==> src/common/ll_pkg.sv <==
// Shared definitions for the AXI slave logic link
// AXI field widths, AR and R packet types, PHY word type
// Bit positions of the incoming and outgoing PHY words
// Default receive FIFO depth

`default_nettype none

package ll_pkg;

  ////////////////////////////////////////
  // AXI field types
  typedef logic [3:0]   ar_id_t;
  typedef logic [2:0]   ar_size_t;
  typedef logic [7:0]   ar_len_t;
  typedef logic [1:0]   ar_burst_t;
  typedef logic [47:0]  axi_addr_t;
  typedef logic [1:0]   axi_resp_t;
  typedef logic [255:0] r_data_t;

  ////////////////////////////////////////
  // Packet types
  // AR packet from MSB down: id, size, len, burst, addr
  typedef logic [64:0]  ar_pkt_t;
  // R packet from MSB down: id, data, last, resp
  typedef logic [262:0] r_pkt_t;

  // One PHY transfer, unused bits zero
  typedef logic [319:0] phy_word_t;

  typedef logic [7:0]   credit_t;

  ////////////////////////////////////////
  // Incoming PHY word layout
  localparam int RX_AR_PUSH_BIT   = 0;
  localparam int RX_AR_PKT_LSB    = 1;
  localparam int RX_R_CREDIT_BIT  = 66;

  // Outgoing PHY word layout
  localparam int TX_R_PUSH_BIT    = 0;
  localparam int TX_R_PKT_LSB     = 1;
  localparam int TX_AR_CREDIT_BIT = 264;

  // Remote master starts with this many AR credits
  localparam int AR_FIFO_DEPTH_DEFAULT = 8;

endpackage

`default_nettype wire

==> src/hw/ll_ar_issue.sv <==
// AR issue stage
// One-entry output register fed from the FIFO head
// Splits the AR packet into AXI AR fields

`timescale 1ns/1ps
`default_nettype none

module ll_ar_issue (
  input  logic              clk_wr,
  input  logic              rst_n,

  input  ll_pkg::ar_pkt_t   head,
  input  logic              head_valid,
  output logic              pop,

  output ll_pkg::ar_id_t    user_arid,
  output ll_pkg::ar_size_t  user_arsize,
  output ll_pkg::ar_len_t   user_arlen,
  output ll_pkg::ar_burst_t user_arburst,
  output ll_pkg::axi_addr_t user_araddr,
  output logic              user_arvalid,
  input  logic              user_arready
);

  ll_pkg::ar_pkt_t out_pkt;

  // Load when the slot is empty or being accepted this cycle
  assign pop = head_valid && (!user_arvalid || user_arready);

  always_ff @(posedge clk_wr or negedge rst_n) begin
    if (!rst_n) begin
      user_arvalid <= 1'b0;
    end else if (pop) begin
      user_arvalid <= 1'b1;
    end else if (user_arready) begin
      user_arvalid <= 1'b0;
    end
  end

  always_ff @(posedge clk_wr) begin
    if (pop) begin
      out_pkt <= head;
    end
  end

  // Packet order from MSB down
  assign {user_arid, user_arsize, user_arlen, user_arburst, user_araddr} = out_pkt;

  // Stalled request holds its fields until accepted
  a_ar_stable: assert property (
    @(posedge clk_wr) disable iff (!rst_n)
    (user_arvalid && !user_arready) |=> (user_arvalid && $stable(out_pkt))
  );

endmodule

`default_nettype wire

==> src/hw/ll_axi_slave_top.sv <==
// AXI slave logic link top level
// Receive chain: PHY unpack, AR FIFO, AR issue stage
// Transmit link for R beats and AR credit return

`timescale 1ns/1ps
`default_nettype none

module ll_axi_slave_top #(
  parameter int AR_FIFO_DEPTH = ll_pkg::AR_FIFO_DEPTH_DEFAULT
) (
  input  logic              clk_wr,
  input  logic              rst_n,

  // Link control
  input  logic              tx_online,
  input  logic              rx_online,
  input  ll_pkg::credit_t   init_r_credit,

  // PHY
  input  ll_pkg::phy_word_t rx_phy,
  output ll_pkg::phy_word_t tx_phy,

  // AR channel
  output ll_pkg::ar_id_t    user_arid,
  output ll_pkg::ar_size_t  user_arsize,
  output ll_pkg::ar_len_t   user_arlen,
  output ll_pkg::ar_burst_t user_arburst,
  output ll_pkg::axi_addr_t user_araddr,
  output logic              user_arvalid,
  input  logic              user_arready,

  // R channel
  input  ll_pkg::ar_id_t    user_rid,
  input  ll_pkg::r_data_t   user_rdata,
  input  logic              user_rlast,
  input  ll_pkg::axi_resp_t user_rresp,
  input  logic              user_rvalid,
  output logic              user_rready
);

  logic            ar_push;
  ll_pkg::ar_pkt_t ar_pkt;
  logic            r_credit;
  ll_pkg::ar_pkt_t head;
  logic            head_valid;
  logic            pop;
  logic            ar_credit;

  ////////////////////////////////////////
  // Receive chain
  ll_rx_unpack u_rx_unpack (
    .clk_wr    (clk_wr),
    .rst_n     (rst_n),
    .rx_online (rx_online),
    .rx_phy    (rx_phy),
    .ar_push   (ar_push),
    .ar_pkt    (ar_pkt),
    .r_credit  (r_credit)
  );

  ll_rx_fifo #(
    .DEPTH (AR_FIFO_DEPTH)
  ) u_rx_fifo (
    .clk_wr     (clk_wr),
    .rst_n      (rst_n),
    .ar_push    (ar_push),
    .ar_pkt     (ar_pkt),
    .head       (head),
    .head_valid (head_valid),
    .pop        (pop),
    .ar_credit  (ar_credit)
  );

  ll_ar_issue u_ar_issue (
    .clk_wr       (clk_wr),
    .rst_n        (rst_n),
    .head         (head),
    .head_valid   (head_valid),
    .pop          (pop),
    .user_arid    (user_arid),
    .user_arsize  (user_arsize),
    .user_arlen   (user_arlen),
    .user_arburst (user_arburst),
    .user_araddr  (user_araddr),
    .user_arvalid (user_arvalid),
    .user_arready (user_arready)
  );

  ////////////////////////////////////////
  // Transmit link
  ll_tx_link u_tx_link (
    .clk_wr        (clk_wr),
    .rst_n         (rst_n),
    .tx_online     (tx_online),
    .init_r_credit (init_r_credit),
    .r_credit      (r_credit),
    .ar_credit     (ar_credit),
    .user_rid      (user_rid),
    .user_rdata    (user_rdata),
    .user_rlast    (user_rlast),
    .user_rresp    (user_rresp),
    .user_rvalid   (user_rvalid),
    .user_rready   (user_rready),
    .tx_phy        (tx_phy)
  );

endmodule

`default_nettype wire

==> src/hw/ll_rx_unpack.sv <==
// Receive side PHY unpack stage
// Samples the incoming PHY word once per cycle
// Extracts AR pushbit, AR packet and R credit bit

`timescale 1ns/1ps
`default_nettype none

module ll_rx_unpack (
  input  logic              clk_wr,
  input  logic              rst_n,

  input  logic              rx_online,
  input  ll_pkg::phy_word_t rx_phy,

  output logic              ar_push,
  output ll_pkg::ar_pkt_t   ar_pkt,
  output logic              r_credit
);

  // Fields of the current word before the register
  logic            push_bit;
  logic            credit_bit;
  ll_pkg::ar_pkt_t pkt_field;

  assign push_bit   = rx_phy[ll_pkg::RX_AR_PUSH_BIT];
  assign credit_bit = rx_phy[ll_pkg::RX_R_CREDIT_BIT];
  assign pkt_field  = rx_phy[ll_pkg::RX_AR_PKT_LSB +: $bits(ll_pkg::ar_pkt_t)];

  ////////////////////////////////////////
  // Sample register

  // An offline link shows no traffic at all
  always_ff @(posedge clk_wr or negedge rst_n) begin
    if (!rst_n) begin
      ar_push  <= 1'b0;
      r_credit <= 1'b0;
      ar_pkt   <= '0;
    end else begin
      if (rx_online) begin
        ar_push  <= push_bit;
        r_credit <= credit_bit;
        ar_pkt   <= pkt_field;
      end else begin
        ar_push  <= 1'b0;
        r_credit <= 1'b0;
        ar_pkt   <= '0;
      end
    end
  end

endmodule

`default_nettype wire

==> src/ll_rx_fifo/ll_rx_fifo.sv <==
// AR receive FIFO
// Circular buffer with read/write pointers and occupancy count
// One credit pulse per pop, returned to the remote master

`timescale 1ns/1ps
`default_nettype none

module ll_rx_fifo #(
  parameter int DEPTH = ll_pkg::AR_FIFO_DEPTH_DEFAULT
) (
  input  logic            clk_wr,
  input  logic            rst_n,

  input  logic            ar_push,
  input  ll_pkg::ar_pkt_t ar_pkt,

  output ll_pkg::ar_pkt_t head,
  output logic            head_valid,
  input  logic            pop,

  output logic            ar_credit
);

  localparam int PTR_W = (DEPTH > 1) ? $clog2(DEPTH) : 1;
  localparam int CNT_W = $clog2(DEPTH + 1);

  ll_pkg::ar_pkt_t mem [DEPTH];

  logic [PTR_W-1:0] wr_ptr;
  logic [PTR_W-1:0] rd_ptr;
  logic [CNT_W-1:0] count;
  logic             full;

  assign full       = (count == CNT_W'(DEPTH));
  assign head_valid = (count != '0);
  assign head       = mem[rd_ptr];

  ////////////////////////////////////////
  // Storage
  always_ff @(posedge clk_wr) begin
    if (ar_push) begin
      mem[wr_ptr] <= ar_pkt;
    end
  end

  ////////////////////////////////////////
  // Pointers, count and credit return
  always_ff @(posedge clk_wr or negedge rst_n) begin
    if (!rst_n) begin
      wr_ptr    <= '0;
      rd_ptr    <= '0;
      count     <= '0;
      ar_credit <= 1'b0;
    end else begin
      if (ar_push) begin
        wr_ptr <= (wr_ptr == PTR_W'(DEPTH - 1)) ? '0 : wr_ptr + PTR_W'(1);
      end
      if (pop) begin
        rd_ptr <= (rd_ptr == PTR_W'(DEPTH - 1)) ? '0 : rd_ptr + PTR_W'(1);
      end
      case ({ar_push, pop})
        2'b10:   count <= count + CNT_W'(1);
        2'b01:   count <= count - CNT_W'(1);
        default: count <= count;
      endcase
      // Freed slot goes back to the sender
      ar_credit <= pop;
    end
  end

  // Remote master must respect the credits it was given
  a_no_push_full: assert property (
    @(posedge clk_wr) disable iff (!rst_n) ar_push |-> !full
  );

  // Issue stage only pops a valid head
  a_no_pop_empty: assert property (
    @(posedge clk_wr) disable iff (!rst_n) pop |-> head_valid
  );

endmodule

`default_nettype wire

==> src/ll_tx_link/ll_tx_link.sv <==
// R transmit link
// Link state FSM and R transmit credit counter
// Packs R beats and the AR credit bit into the outgoing PHY word

`timescale 1ns/1ps
`default_nettype none

module ll_tx_link (
  input  logic              clk_wr,
  input  logic              rst_n,

  input  logic              tx_online,
  input  ll_pkg::credit_t   init_r_credit,

  input  logic              r_credit,
  input  logic              ar_credit,

  input  ll_pkg::ar_id_t    user_rid,
  input  ll_pkg::r_data_t   user_rdata,
  input  logic              user_rlast,
  input  ll_pkg::axi_resp_t user_rresp,
  input  logic              user_rvalid,
  output logic              user_rready,

  output ll_pkg::phy_word_t tx_phy
);

  typedef enum logic [0:0] {
    LINK_OFFLINE,
    LINK_ONLINE
  } link_state_t;

  link_state_t       link_state;
  ll_pkg::credit_t   r_credit_cnt;
  logic              accept;
  ll_pkg::r_pkt_t    r_pkt;
  ll_pkg::phy_word_t phy_next;

  assign user_rready = (link_state == LINK_ONLINE) && (r_credit_cnt != '0);
  assign accept      = user_rvalid && user_rready;

  ////////////////////////////////////////
  // Link state and credit counter
  always_ff @(posedge clk_wr or negedge rst_n) begin
    if (!rst_n) begin
      link_state   <= LINK_OFFLINE;
      r_credit_cnt <= '0;
    end else begin
      case (link_state)
        LINK_OFFLINE: begin
          // Remote buffer size is known only at bring-up
          r_credit_cnt <= init_r_credit;
          if (tx_online) begin
            link_state <= LINK_ONLINE;
          end
        end
        LINK_ONLINE: begin
          if (!tx_online) begin
            link_state <= LINK_OFFLINE;
          end
          case ({accept, r_credit})
            2'b10:   r_credit_cnt <= r_credit_cnt - 8'd1;
            2'b01:   r_credit_cnt <= r_credit_cnt + 8'd1;
            default: r_credit_cnt <= r_credit_cnt;
          endcase
        end
        default: link_state <= LINK_OFFLINE;
      endcase
    end
  end

  ////////////////////////////////////////
  // PHY word packing
  assign r_pkt = {user_rid, user_rdata, user_rlast, user_rresp};

  always_comb begin
    phy_next = '0;
    phy_next[ll_pkg::TX_R_PUSH_BIT] = accept;
    if (accept) begin
      phy_next[ll_pkg::TX_R_PKT_LSB +: $bits(ll_pkg::r_pkt_t)] = r_pkt;
    end
    // AR credits return even while the R side is offline
    phy_next[ll_pkg::TX_AR_CREDIT_BIT] = ar_credit;
  end

  always_ff @(posedge clk_wr or negedge rst_n) begin
    if (!rst_n) begin
      tx_phy <= '0;
    end else begin
      tx_phy <= phy_next;
    end
  end

  // Remote side never returns more credits than it was granted
  a_credit_no_wrap: assert property (
    @(posedge clk_wr) disable iff (!rst_n)
    (link_state == LINK_ONLINE && r_credit && !accept) |-> (r_credit_cnt != '1)
  );

endmodule

`default_nettype wire

==> config.mk <==
export PLATFORM = sky130hd
export DESIGN_NAME = ll_axi_slave_top
export DESIGN_NICKNAME = d
export VERILOG_FILES = /design/src/common/ll_pkg.sv /design/src/hw/ll_ar_issue.sv /design/src/hw/ll_axi_slave_top.sv /design/src/hw/ll_rx_unpack.sv /design/src/ll_rx_fifo/ll_rx_fifo.sv /design/src/ll_tx_link/ll_tx_link.sv
export SDC_FILE = /design/constraint.sdc
export NUM_CORES = 1
export LEC_CHECK = 0
export ABC_CLOCK_PERIOD_IN_PS = 11200
export BUFFER_PORTS_ARGS = -buffer_cell sky130_fd_sc_hd__buf_4
export CORE_AREA = 2 2 383 385
export CTS_CLUSTER_SIZE = 20
export DETAILED_ROUTE_END_ITERATION = 12
export DIE_AREA = 0 0 385 387
export SLEW_MARGIN = 15
export SYNTH_ARGS = -nofsm -noshare
export SYNTH_HDL_FRONTEND = slang
export SYNTH_SLANG_ARGS = --single-unit
export TNS_END_PERCENT = 100
==> constraint.sdc <==
create_clock -name clk_wr -period 11.2 [get_ports clk_wr]
set_input_delay 1.68 -clock clk_wr [delete_from_list [all_inputs] [get_ports clk_wr]]
set_output_delay 1.68 -clock clk_wr [all_outputs]
set_load 0.01 [all_outputs]
==> results of run 1 <==
==> state kept, by name, summed over array words and instances, names as in the netlist <==
| signal | cells |
|---|---|
| u_rx_fifo.mem | 520 |
| u_tx_link.tx_phy | 265 |
| u_ar_issue.out_pkt | 65 |
| u_rx_unpack.ar_pkt | 65 |
| u_tx_link.r_credit_cnt | 8 |
| u_rx_fifo.count | 4 |
| u_rx_fifo.rd_ptr | 3 |
| u_rx_fifo.wr_ptr | 3 |
| u_ar_issue.user_arvalid | 1 |
| u_rx_fifo.ar_credit | 1 |
| u_rx_unpack.ar_push | 1 |
| u_rx_unpack.r_credit | 1 |
| u_tx_link.link_state | 1 |
==> cell families (layout without fill, tap and decap cells) <==
logic type / Yosys count / count (layout) / share of synthesized area [%]
AND/OR/NAND/NOR: 377 / 377 / 6.81
flip-flops: 938 / 938 / 77.9
multiplexers: 203 / 203 / 11.1
buffers and inverters: 171 / 912 / 2.73
AO/OA/AOI/OAI: 34 / 34 / 0.643
XOR/XNOR: 6 / 6 / 0.155
other: 1 / 104 / 0.0111
adder cells (fa/ha/maj): 17 / 17 / 0.672
==> per-stage QoR <==
stage	power (mW)	area [um2]
after floorplan	5.51	34100
after global placement	6.30	41000
after detailed placement	6.32	41000
after CTS	10.1	44800
after global routing	10.4	44800
final	9.96	44900
==> final cells by class <==
class / count / area (um2)
timing repair buffer: 701 / 5310
antenna: 49 / 123
fill: 14200 / 99900
clock inverter: 61 / 882
tap: 1917 / 2400
inverter: 10 / 37.5
multi-input combinational: 692 / 6840
clock buffer: 140 / 2930
sequential: 938 / 26400
==> critical path: stages, from the launching register on <==
cell and delay [ps]:
dfrtp_1 750, a21boi_4 330, buf_4 620, buf_4 250
==> power by group <==
group / switching, mW / internal, mW / leakage [nW]
registers: 0.267 / 4.09 / 10.1
logic: 0.879 / 0.968 / 6.83
clock network: 1.52 / 2.23 / 1.85
total: 2.67 / 7.29 / 18.8
==> synth_stat cells (all sizes together), types with 2 or more instances <==
cell type  count
clkbuf        81
o21bai         2
edfxtp       585
mux2i          2
a21o           3
xnor2          4
mux4         130
buf           80
fa             2
nor3           2
mux2          71
xor2           2
nand4b         2
nand3b         2
nor2          15
ha            15
and3         263
o311ai         2
inv           10
o211ai         2
nand2         11
a21oi          6
and2          68
nor4           3
o21a           2
o21ai         10
nand3          3
dfrtp        353
nor4b          2
a211oi         4
nand2b         3
or4b           2
==> layer usage <==
metal,wire length (um),global-route usage [%],up-vias
li1,-,-,8045
met4,3320,4.23,60
met1,59000,26.3,10000
met5,347,0,-
met3,32400,15.9,189
met2,56400,24.8,1058
==> placed cells by master, fill, tap and decap left out, types with 10 or more instances in the layout <==
cell	instances
buf_4	696
edfxtp_1	585
dfrtp_1	350
and3_1	263
mux4_2	130
clkbuf_16	107
mux2_2	71
and2_1	68
conb_1	55
diode_2	49
clkbuf_1	20
clkinv_2	18
bufinv_16	16
ha_1	15
clkbuf_8	13
nand2_1	11
inv_1	10
clkinv_1	10
==> final timing paths <==
path | end | slack (ps) | from
max in group asynchronous | u_rx_fifo.count[3] | 8710 | rst_n
worst max register to register | u_ar_issue.out_pkt[56] | 7610 | u_rx_fifo.rd_ptr[0]
min in group asynchronous | u_tx_link.tx_phy[112] | 1010 | rst_n
worst min register to register | u_tx_link.tx_phy[264] | 380 | u_rx_fifo.ar_credit
worst max-delay path | user_rready | 6790 | u_tx_link.link_state
worst min-delay path | u_tx_link.tx_phy[264] | 380 | u_rx_fifo.ar_credit
==> metrics.md, run 1 <==
| Metric | Value |
|---|---|
| Die area | 149000 um2 |
| Hold Buf Count CTS | 0 |
| PortBufs | 675 |
| Leak | 18.8 nW |
| First-pass GRT wire length | 193000 um |
| RSZ-0062 raised after global routing | false |
| Nets | 3063 |
| Setup Skew | 58.0 ps |
| Total Wirelength | 152000 um |
| Initial core utilization | 23.4% |
| CTS tree | done |
| Req. time, crit path | 9520 ps |
| WL/cell | 33.6 um |
| Power per Cell Area | 222 nW/um2 |
| Area of the mapped netlist | 33900 um2 |
| Peak supply drop | 0.000146 V |
| Antenna violations before repair | 121 |
| Yosys warning count | 0 |
| Gate Count Post-Synth | 1747 |
| Period utilization | 39.4% |
| DP Worst Slack | 6830 ps |
| Final worst hold slack | 378 ps |
| Post-CTS sizing | 0 |
| Crit-path max FO | 57 |
| DRC | 0 |
| Post-CTS Setup Bufs | 0 |
| Slew Limit Headroom | 24.2% |
| Class of the worst hold path | register to register |
| Fmax | 0.227 GHz |
| Max clock buf depth | 3 |
| Clock latency on the worst-skew pair | 750 ps |
| Max Slew Vio Count | 0 |
| Sequential-to-total area share from yosys stat | 77.9% |
| Detail Route Antenna Nets | 0 |
| Global route overflow | 0 |
| R2R depth | 4 |
| Row cnt | 140 |
| Netlist cell types | 41 |
| Placed cell count | 4258 |
| Arrival @ worst endpoint | 2730 ps |
| Layout cells sized above 1 | 42.7% |
| GRT Util Overall | 19.9% |
| Largest net degree at the start of global routing | 209 |
| Die span in x | 385 um |
| CTS clk-pin slew, worst paths | 60 ps |
| Vias post-DR | 19400 |
| Area Overhead vs Synth | 32.6% |
| RD Place Congestion | 0.846 |
| Max Cap Viol | 0 |
| Setup_tns | 0 ps |
| Vias in the first global route | 19600 |
| Post-synth ARST share | 37.6% |
| Prevailing post-synth register cell | edfxtp_1 |
| Finished Layout Cells | 4508 |
| Core Box Area | 145000 um2 |
| Largest cells by area after synthesis | edfxtp_1 (52%), dfrtp_1 (26%), mux4_2 (8.6%) |
| Avg Vias per Cell | 4.29 |
| Fin. Hold Viols | 0 |
| FF+latch count, synth | 938 |
| Slew @ Worst Pin | 1140 ps |
| Dpl hpwl | 112000 um |
| Fin worst setup slack | 6790 ps |
| Area share of the largest cell type after synthesis | 51.8% |
| CTS root buffer | clkbuf_16 |
| CTS Sinks | 938 |
| Post-synth EDFFs | 585 |
| Leading area contributor after synthesis | edfxtp_1 |
| Critical path class | register to primary output |
| Hold Path Depth | 0 |
| Die height | 387 um |
| First-pass iteration count of the detailed router | 6 |
| CP endpoint kind | primary output |
| Number of buffers created by CTS | 106 |
| I/O Pins | 984 |
| 1st-iter DRT viols | 1905 |
| Final Util | 31.0% |
| Outcome | finished clean |
| Setup-failing EPs final | 0 |
| H-tree level count | 3 |
| Syn_area_per_cell | 19.4 um2 |
| Post-layout min period | 4410 ps |
| Crit path launch type | register |
Note: power is estimated with default switching activity, not from simulation.
==> run 2, diff against run 1 <==
ABC_CLOCK_PERIOD_IN_PS = 3720   (was 11200)
clock period = 3.72 ns   (was 11.2 ns; I/O delays follow)
==> metrics.md, run 2 (synthesis gave the netlist of run 1 again) <==
| Metric | Value |
|---|---|
| Clock latency on the worst-skew pair | 730 ps (-20 ps) |
| H-tree level count | 3 (unchanged) |
| Post-CTS sizing | 0 (unchanged) |
| Outcome | finished clean |
| Detail Route Antenna Nets | 0 (unchanged) |
| First-pass iteration count of the detailed router | 7 (+1) |
| Fin. Hold Viols | 0 (unchanged) |
| Layout cells sized above 1 | 42.2% (-0.49 points) |
| Req. time, crit path | 4340 ps (-5180 ps) |
| Period utilization | 84.8% |
| Crit path launch type | register |
| CTS tree | done |
| Global route overflow | 0 (unchanged) |
| Vias in the first global route | 19700 (+0.42%) |
| Setup_tns | 0 ps (unchanged) |
| Die height | 387 um (unchanged) |
| Dpl hpwl | 116000 um (+3.8%) |
| Row cnt | 140 (unchanged) |
| CTS Sinks | 938 (unchanged) |
| Critical path, cell by cell | nor4_1, buf_4, a21boi_4, and2_1, inv_1, ha_1, inv_1, ha_1, a211oi_1, nor2_1, o311ai_0, o21a_1 |
| Slew @ Worst Pin | 992 ps (-145 ps) |
| Number of buffers created by CTS | 104 (-1.9%) |
| Die span in x | 385 um (unchanged) |
| I/O Pins | 984 (unchanged) |
| WL/cell | 34.0 um (+1.1%) |
| Top Registers | u_rx_fifo.mem x520, u_tx_link.tx_phy x265 |
| Nets | 3105 (+1.4%) |
| Critical path's largest stage delay | 440 ps (-310 ps) |
| PortBufs | 675 (unchanged) |
| Avg Vias per Cell | 4.35 (+1.4%) |
| Top reg by flops | u_rx_fifo.mem |
| Post-CTS Setup Bufs | 0 (unchanged) |
| Fin worst setup slack | 565 ps (-6220 ps) |
| Vias post-DR | 19800 (+2.5%) |
| CTS root buffer | clkbuf_16 |
| Total Wirelength | 155000 um (+2.2%) |
| Largest net degree at the start of global routing | 198 (-5.3%) |
| Number of flip-flops in the largest register | 520 (unchanged) |
| Antenna violations before repair | 156 (+29%) |
| Critical path class | register to register |
| Crit-path max FO | 10 (-82%) |
| Core Box Area | 145000 um2 (unchanged) |
| Max Cap Viol | 0 (unchanged) |
| Post-layout min period | 3150 ps |
| Die area | 149000 um2 (unchanged) |
| Power per Cell Area | 647 nW/um2 (+190%) |
| Slew Limit Headroom | 33.9% (+9.7 points) |
| Arrival @ worst endpoint | 3780 ps (+1050 ps) |
| GRT Util Overall | 20.3% (+0.37 points) |
| # fillers | 14200 (-0.18%) |
| Final Util | 31.3% (+0.26 points) |
| RSZ-0062 raised after global routing | false |
| Initial core utilization | 23.4% (unchanged) |
| Setup-failing EPs final | 0 (unchanged) |
| RD Place Congestion | 0.852 (+0.70%) |
| 1st-iter DRT viols | 2412 (+27%) |
| Max Slew Vio Count | 0 (unchanged) |
| CTS clk-pin slew, worst paths | 60 ps (about the same) |
| Setup Skew | 50.1 ps (-7.89 ps) |
| Slowest stage cell, crit path | dfrtp_1 |
| First-pass GRT wire length | 196000 um (+1.6%) |
| Final worst hold slack | 67.9 ps (-311 ps) |
| Most common cell after layout, fill and taps aside | buf_4 |
| Leak | 18.9 nW (+0.64%) |
| DRC | 0 (unchanged) |
| Peak supply drop | 0.000329 V (+120%) |
| DP Worst Slack | 607 ps (-6230 ps) |
| CP endpoint kind | register |
| Total power | 29.3 mW (+190%) |
| Max clock buf depth | 3 (unchanged) |
| Fmax | 0.317 GHz |
| Most frequent cells in the layout | buf_4 (693), edfxtp_1 (585), dfrtp_1 (350) |
| Class of the worst hold path | input pin to register |
| Hold Buf Count CTS | 30 (+30) |
| Area Overhead vs Synth | 33.7% |
-- run 2: cell count changes in the layout (fill, tap and decap cells not counted), moves of 4 or more --
cell | previous run | this run
clkbuf_8 | 13 | 17
bufinv_16 | 16 | 8
diode_2 | 49 | 61
clkbuf_1 | 20 | 26
buf_12 | 3 | 20
dlygate4sd3_1 | 0 | 30
-- run 2: per-stage QoR --
stage | cell area (um2) | std cells
floorplan | 34100 | 1801
global placement | 41300 | 4272
detailed placement | 41300 | 4272
CTS | 45200 | 4498
global route | 45200 | 4501
finish | 45300 | 4559
-- run 2: final cells by class --
cell class	instances	area (um2)	share of cell area [%]
diodes	61	153	0.337
clock inverters	49	601	1.33
multi-input cells	692	6850	15.1
clock buffers	147	2930	6.48
repair buffers	745	5930	13.1
inverters	10	37.5	0.0828
flip-flops and latches	938	26400	58.3
well taps	1917	2400	5.29
-- run 2: per-layer routing --
layer	share of wire, %	track usage (%)	up-vias
met5	0.21	0	-
met4	2.4	4.40	58
met3	21	13.8	267
met2	38	25.9	1197
met1	39	27.8	10200
li1	-	-	8153
-- run 2: where the power goes --
group	total, mW	internal [mW]	switching (mW)
clock network	10.5	6.11	4.42
registers	13.1	12.3	0.781
logic	5.68	3.05	2.63
-- run 2: path summary, 6_finish.rpt --
check	startpoint	cells past startpoint	slack (ps)	endpoint
worst max register to register	u_tx_link.r_credit_cnt[0]	12	570	u_tx_link.r_credit_cnt[3]
worst max-delay path	u_tx_link.r_credit_cnt[0]	12	570	u_tx_link.r_credit_cnt[3]
worst min-delay path	rx_phy[45]	2	70	u_rx_unpack.ar_pkt[44]
max in group asynchronous	rst_n	3	2250	u_tx_link.tx_phy[218]
worst min register to register	u_rx_fifo.ar_credit	0	360	u_tx_link.tx_phy[264]
min in group asynchronous	rst_n	2	460	u_tx_link.tx_phy[262]
-- run 2: critical path, delay by kind of cell (launching register included) --
kind	cells	cell delay (ps)
AOI/OAI and AO/OA	4	1000
DFF	1	440
buffers and inverters	3	440
adders and majority gates	2	540
and+or+nand+nor	3	660
==> run 3, diff against run 2 <==
ABC_CLOCK_PERIOD_IN_PS = 3300   (was 3720)
clock period = 3.3 ns   (was 3.72 ns; I/O delays follow)
==> metrics.md, run 3 (synthesis gave the netlist of run 1 again) <==
| Metric | Value |
|---|---|
| Outcome | finished clean |
| Initial core utilization | 23.4% (unchanged) |
| Crit path launch type | register |
| Detail Route Antenna Nets | 0 (unchanged) |
| Top Registers | u_rx_fifo.mem x520, u_tx_link.tx_phy x265 |
| Fmax | 0.326 GHz (+2.7%) |
| Clock latency on the worst-skew pair | 740 ps (about the same) |
| GRT Util Overall | 20.8% (+0.46 points) |
| Vias post-DR | 21100 (+6.6%) |
| Fin worst setup slack | 229 ps (-336 ps) |
| Most frequent cells in the layout | buf_4 (719), edfxtp_1 (585), dfrtp_1 (350) |
| Setup Skew | 47.1 ps (-3.05 ps) |
| CTS tree | done |
| First-pass GRT wire length | 203000 um (+3.4%) |
| Total power | 33.3 mW (+14%) |
| # fillers | 14000 (-1.1%) |
| Leak | 20.0 nW (+5.9%) |
| Fin. Hold Viols | 0 (unchanged) |
| Most common cell after layout, fill and taps aside | buf_4 |
| Period utilization | 93.1% (+8.2 points) |
| Max clock buf depth | 3 (unchanged) |
| Die area | 149000 um2 (unchanged) |
| Slew @ Worst Pin | 1040 ps (+50.5 ps) |
| Crit-path max FO | 6 (-4) |
| Setup-failing EPs final | 0 (unchanged) |
| Post-layout min period | 3070 ps (-84.3 ps) |
| Die span in x | 385 um (unchanged) |
| Peak supply drop | 0.000479 V (+45%) |
| WL/cell | 32.3 um (-4.9%) |
| Met2 wire len | 59600 um (+2.0%) |
| Max Cap Viol | 0 (unchanged) |
| Post-CTS sizing | 0 (unchanged) |
| Avg Vias per Cell | 4.34 (-0.17%) |
| Slew Limit Headroom | 30.5% (-3.4 points) |
| Area after DPL | 41600 um2 (+0.71%) |
| R2r startpoint | u_tx_link.r_credit_cnt[0] |
| CTS clk-pin slew, worst paths | 60 ps (about the same) |
| Dpl hpwl | 118000 um (+2.0%) |
| I/O Pins | 984 (unchanged) |
| CP endpoint kind | register |
| Vias in the first global route | 21300 (+8.2%) |
| Total Wirelength | 157000 um (+1.5%) |
| Uppermost layer routed | met5 |
| Hold Crit Start | user_rdata[144] |
| Number of flip-flops in the largest register | 520 (unchanged) |
| Nets | 3373 (+8.6%) |
| DP Worst Slack | 301 ps (-306 ps) |
| RSZ-0062 raised after global routing | false |
| Core Box Area | 145000 um2 (unchanged) |
| Global route overflow | 0 (unchanged) |
| Class of the worst hold path | input pin to register |
| Metal-1 WL | 66200 um (+9.2%) |
| Power per Cell Area | 695 nW/um2 (+7.4%) |
| Critical Path Source | u_tx_link.r_credit_cnt[0] |
| Largest net degree at the start of global routing | 230 (+16%) |
| Req. time, crit path | 3930 ps (-410 ps) |
| Arrival @ worst endpoint | 3700 ps (-80 ps) |
| Row cnt | 140 (unchanged) |
| Number of buffers created by CTS | 103 (-0.96%) |
| Area Overhead vs Synth | 41.6% |
| First-pass iteration count of the detailed router | 5 (-2) |
| Layout cells sized above 1 | 39.3% (-2.9 points) |
| CTS Sinks | 938 (unchanged) |
| Setup_tns | 0 ps (unchanged) |
| PortBufs | 675 (unchanged) |
| CTS root buffer | clkbuf_16 |
| Critical path class | register to register |
| Final worst hold slack | 64.8 ps (-3.14 ps) |
| Post-CTS Setup Bufs | 0 (unchanged) |
| Hold Buf Count CTS | 268 (+790%) |
| H-tree level count | 3 (unchanged) |
| Antenna violations before repair | 182 (+17%) |
| Final Cell Area | 48000 um2 (+5.9%) |
| Die height | 387 um (unchanged) |
| Top reg by flops | u_rx_fifo.mem |
| Met3 WL post-DR | 27700 um (-13%) |
| RD Place Congestion | 0.844 (-0.96%) |
| DRC | 0 (unchanged) |
| Max Slew Vio Count | 0 (unchanged) |
| 1st-iter DRT viols | 2545 (+5.5%) |
-- run 3: cell types whose count changed in the layout (fill, tap and decap cells not counted), sizes merged, moves of 3 or more --
cell,previous run,this run
diode,61,104
clkinvlp,4,7
buf,715,746
clkinv,32,42
clkbuf,147,130
dlygate4sd3,30,268
-- run 3: power breakdown --
| group | switching [mW] | leakage, nW | total (mW) | internal, mW |
|---|---|---|---|---|
| Sequential | 0.765 | 10.1 | 14.7 | 13.9 |
| Combinational | 3.35 | 8.26 | 7.03 | 3.67 |
| Clock | 5.04 | 1.65 | 11.7 | 6.63 |
| Total | 9.16 | 20.0 | 33.3 | 24.2 |
-- run 3: cell type report --
cell class / count / area [um2] / area share, %
Timing Repair Buffer: 1014 / 8610 / 17.9
Inverter: 10 / 37.5 / 0.0782
Multi-Input combinational cell: 692 / 6850 / 14.3
Tap cell: 1917 / 2400 / 5.00
Antenna cell: 104 / 260 / 0.542
Clock buffer: 130 / 2730 / 5.69
Sequential cell: 938 / 26400 / 55.0
Clock inverter: 62 / 696 / 1.45
-- run 3: routing by layer --
metal,global-route usage [%],vias up
met4,3.66,72
met3,13.2,277
met1,29.0,10800
met2,26.9,1244
li1,-,8716
met5,0,-
-- run 3: path summary, 6_finish.rpt --
check / end / slack [ps] / depth (start not counted)
hold reg to reg: u_tx_link.tx_phy[264] / 370 / 0
max in group asynchronous: u_tx_link.tx_phy[172] / 1980 / 3
setup reg to reg: u_tx_link.r_credit_cnt[3] / 230 / 12
min in group asynchronous: u_tx_link.tx_phy[5] / 320 / 2
hold / removal: u_tx_link.tx_phy[148] / 60 / 2
setup / recovery: u_tx_link.r_credit_cnt[3] / 230 / 12
-- run 3: worst max-delay path, cell delays in order, from the launching register on --
cell	delay (ps)
dfrtp_1	450
nor4_1	360
buf_4	180
a21boi_4	50
and2_1	190
inv_1	50
ha_1	180
inv_1	140
ha_1	320
a211oi_1	450
nor2_1	100
o311ai_0	370
o21a_1	170
-- run 3: stage by stage --
step | utilization (%) | instances
after floorplan | - | 1801
after global placement | 28.7 | 4303
after detailed placement | 28.7 | 4303
after CTS | 32.9 | 4763
after global routing | 33.0 | 4766
final | 33.1 | 4867
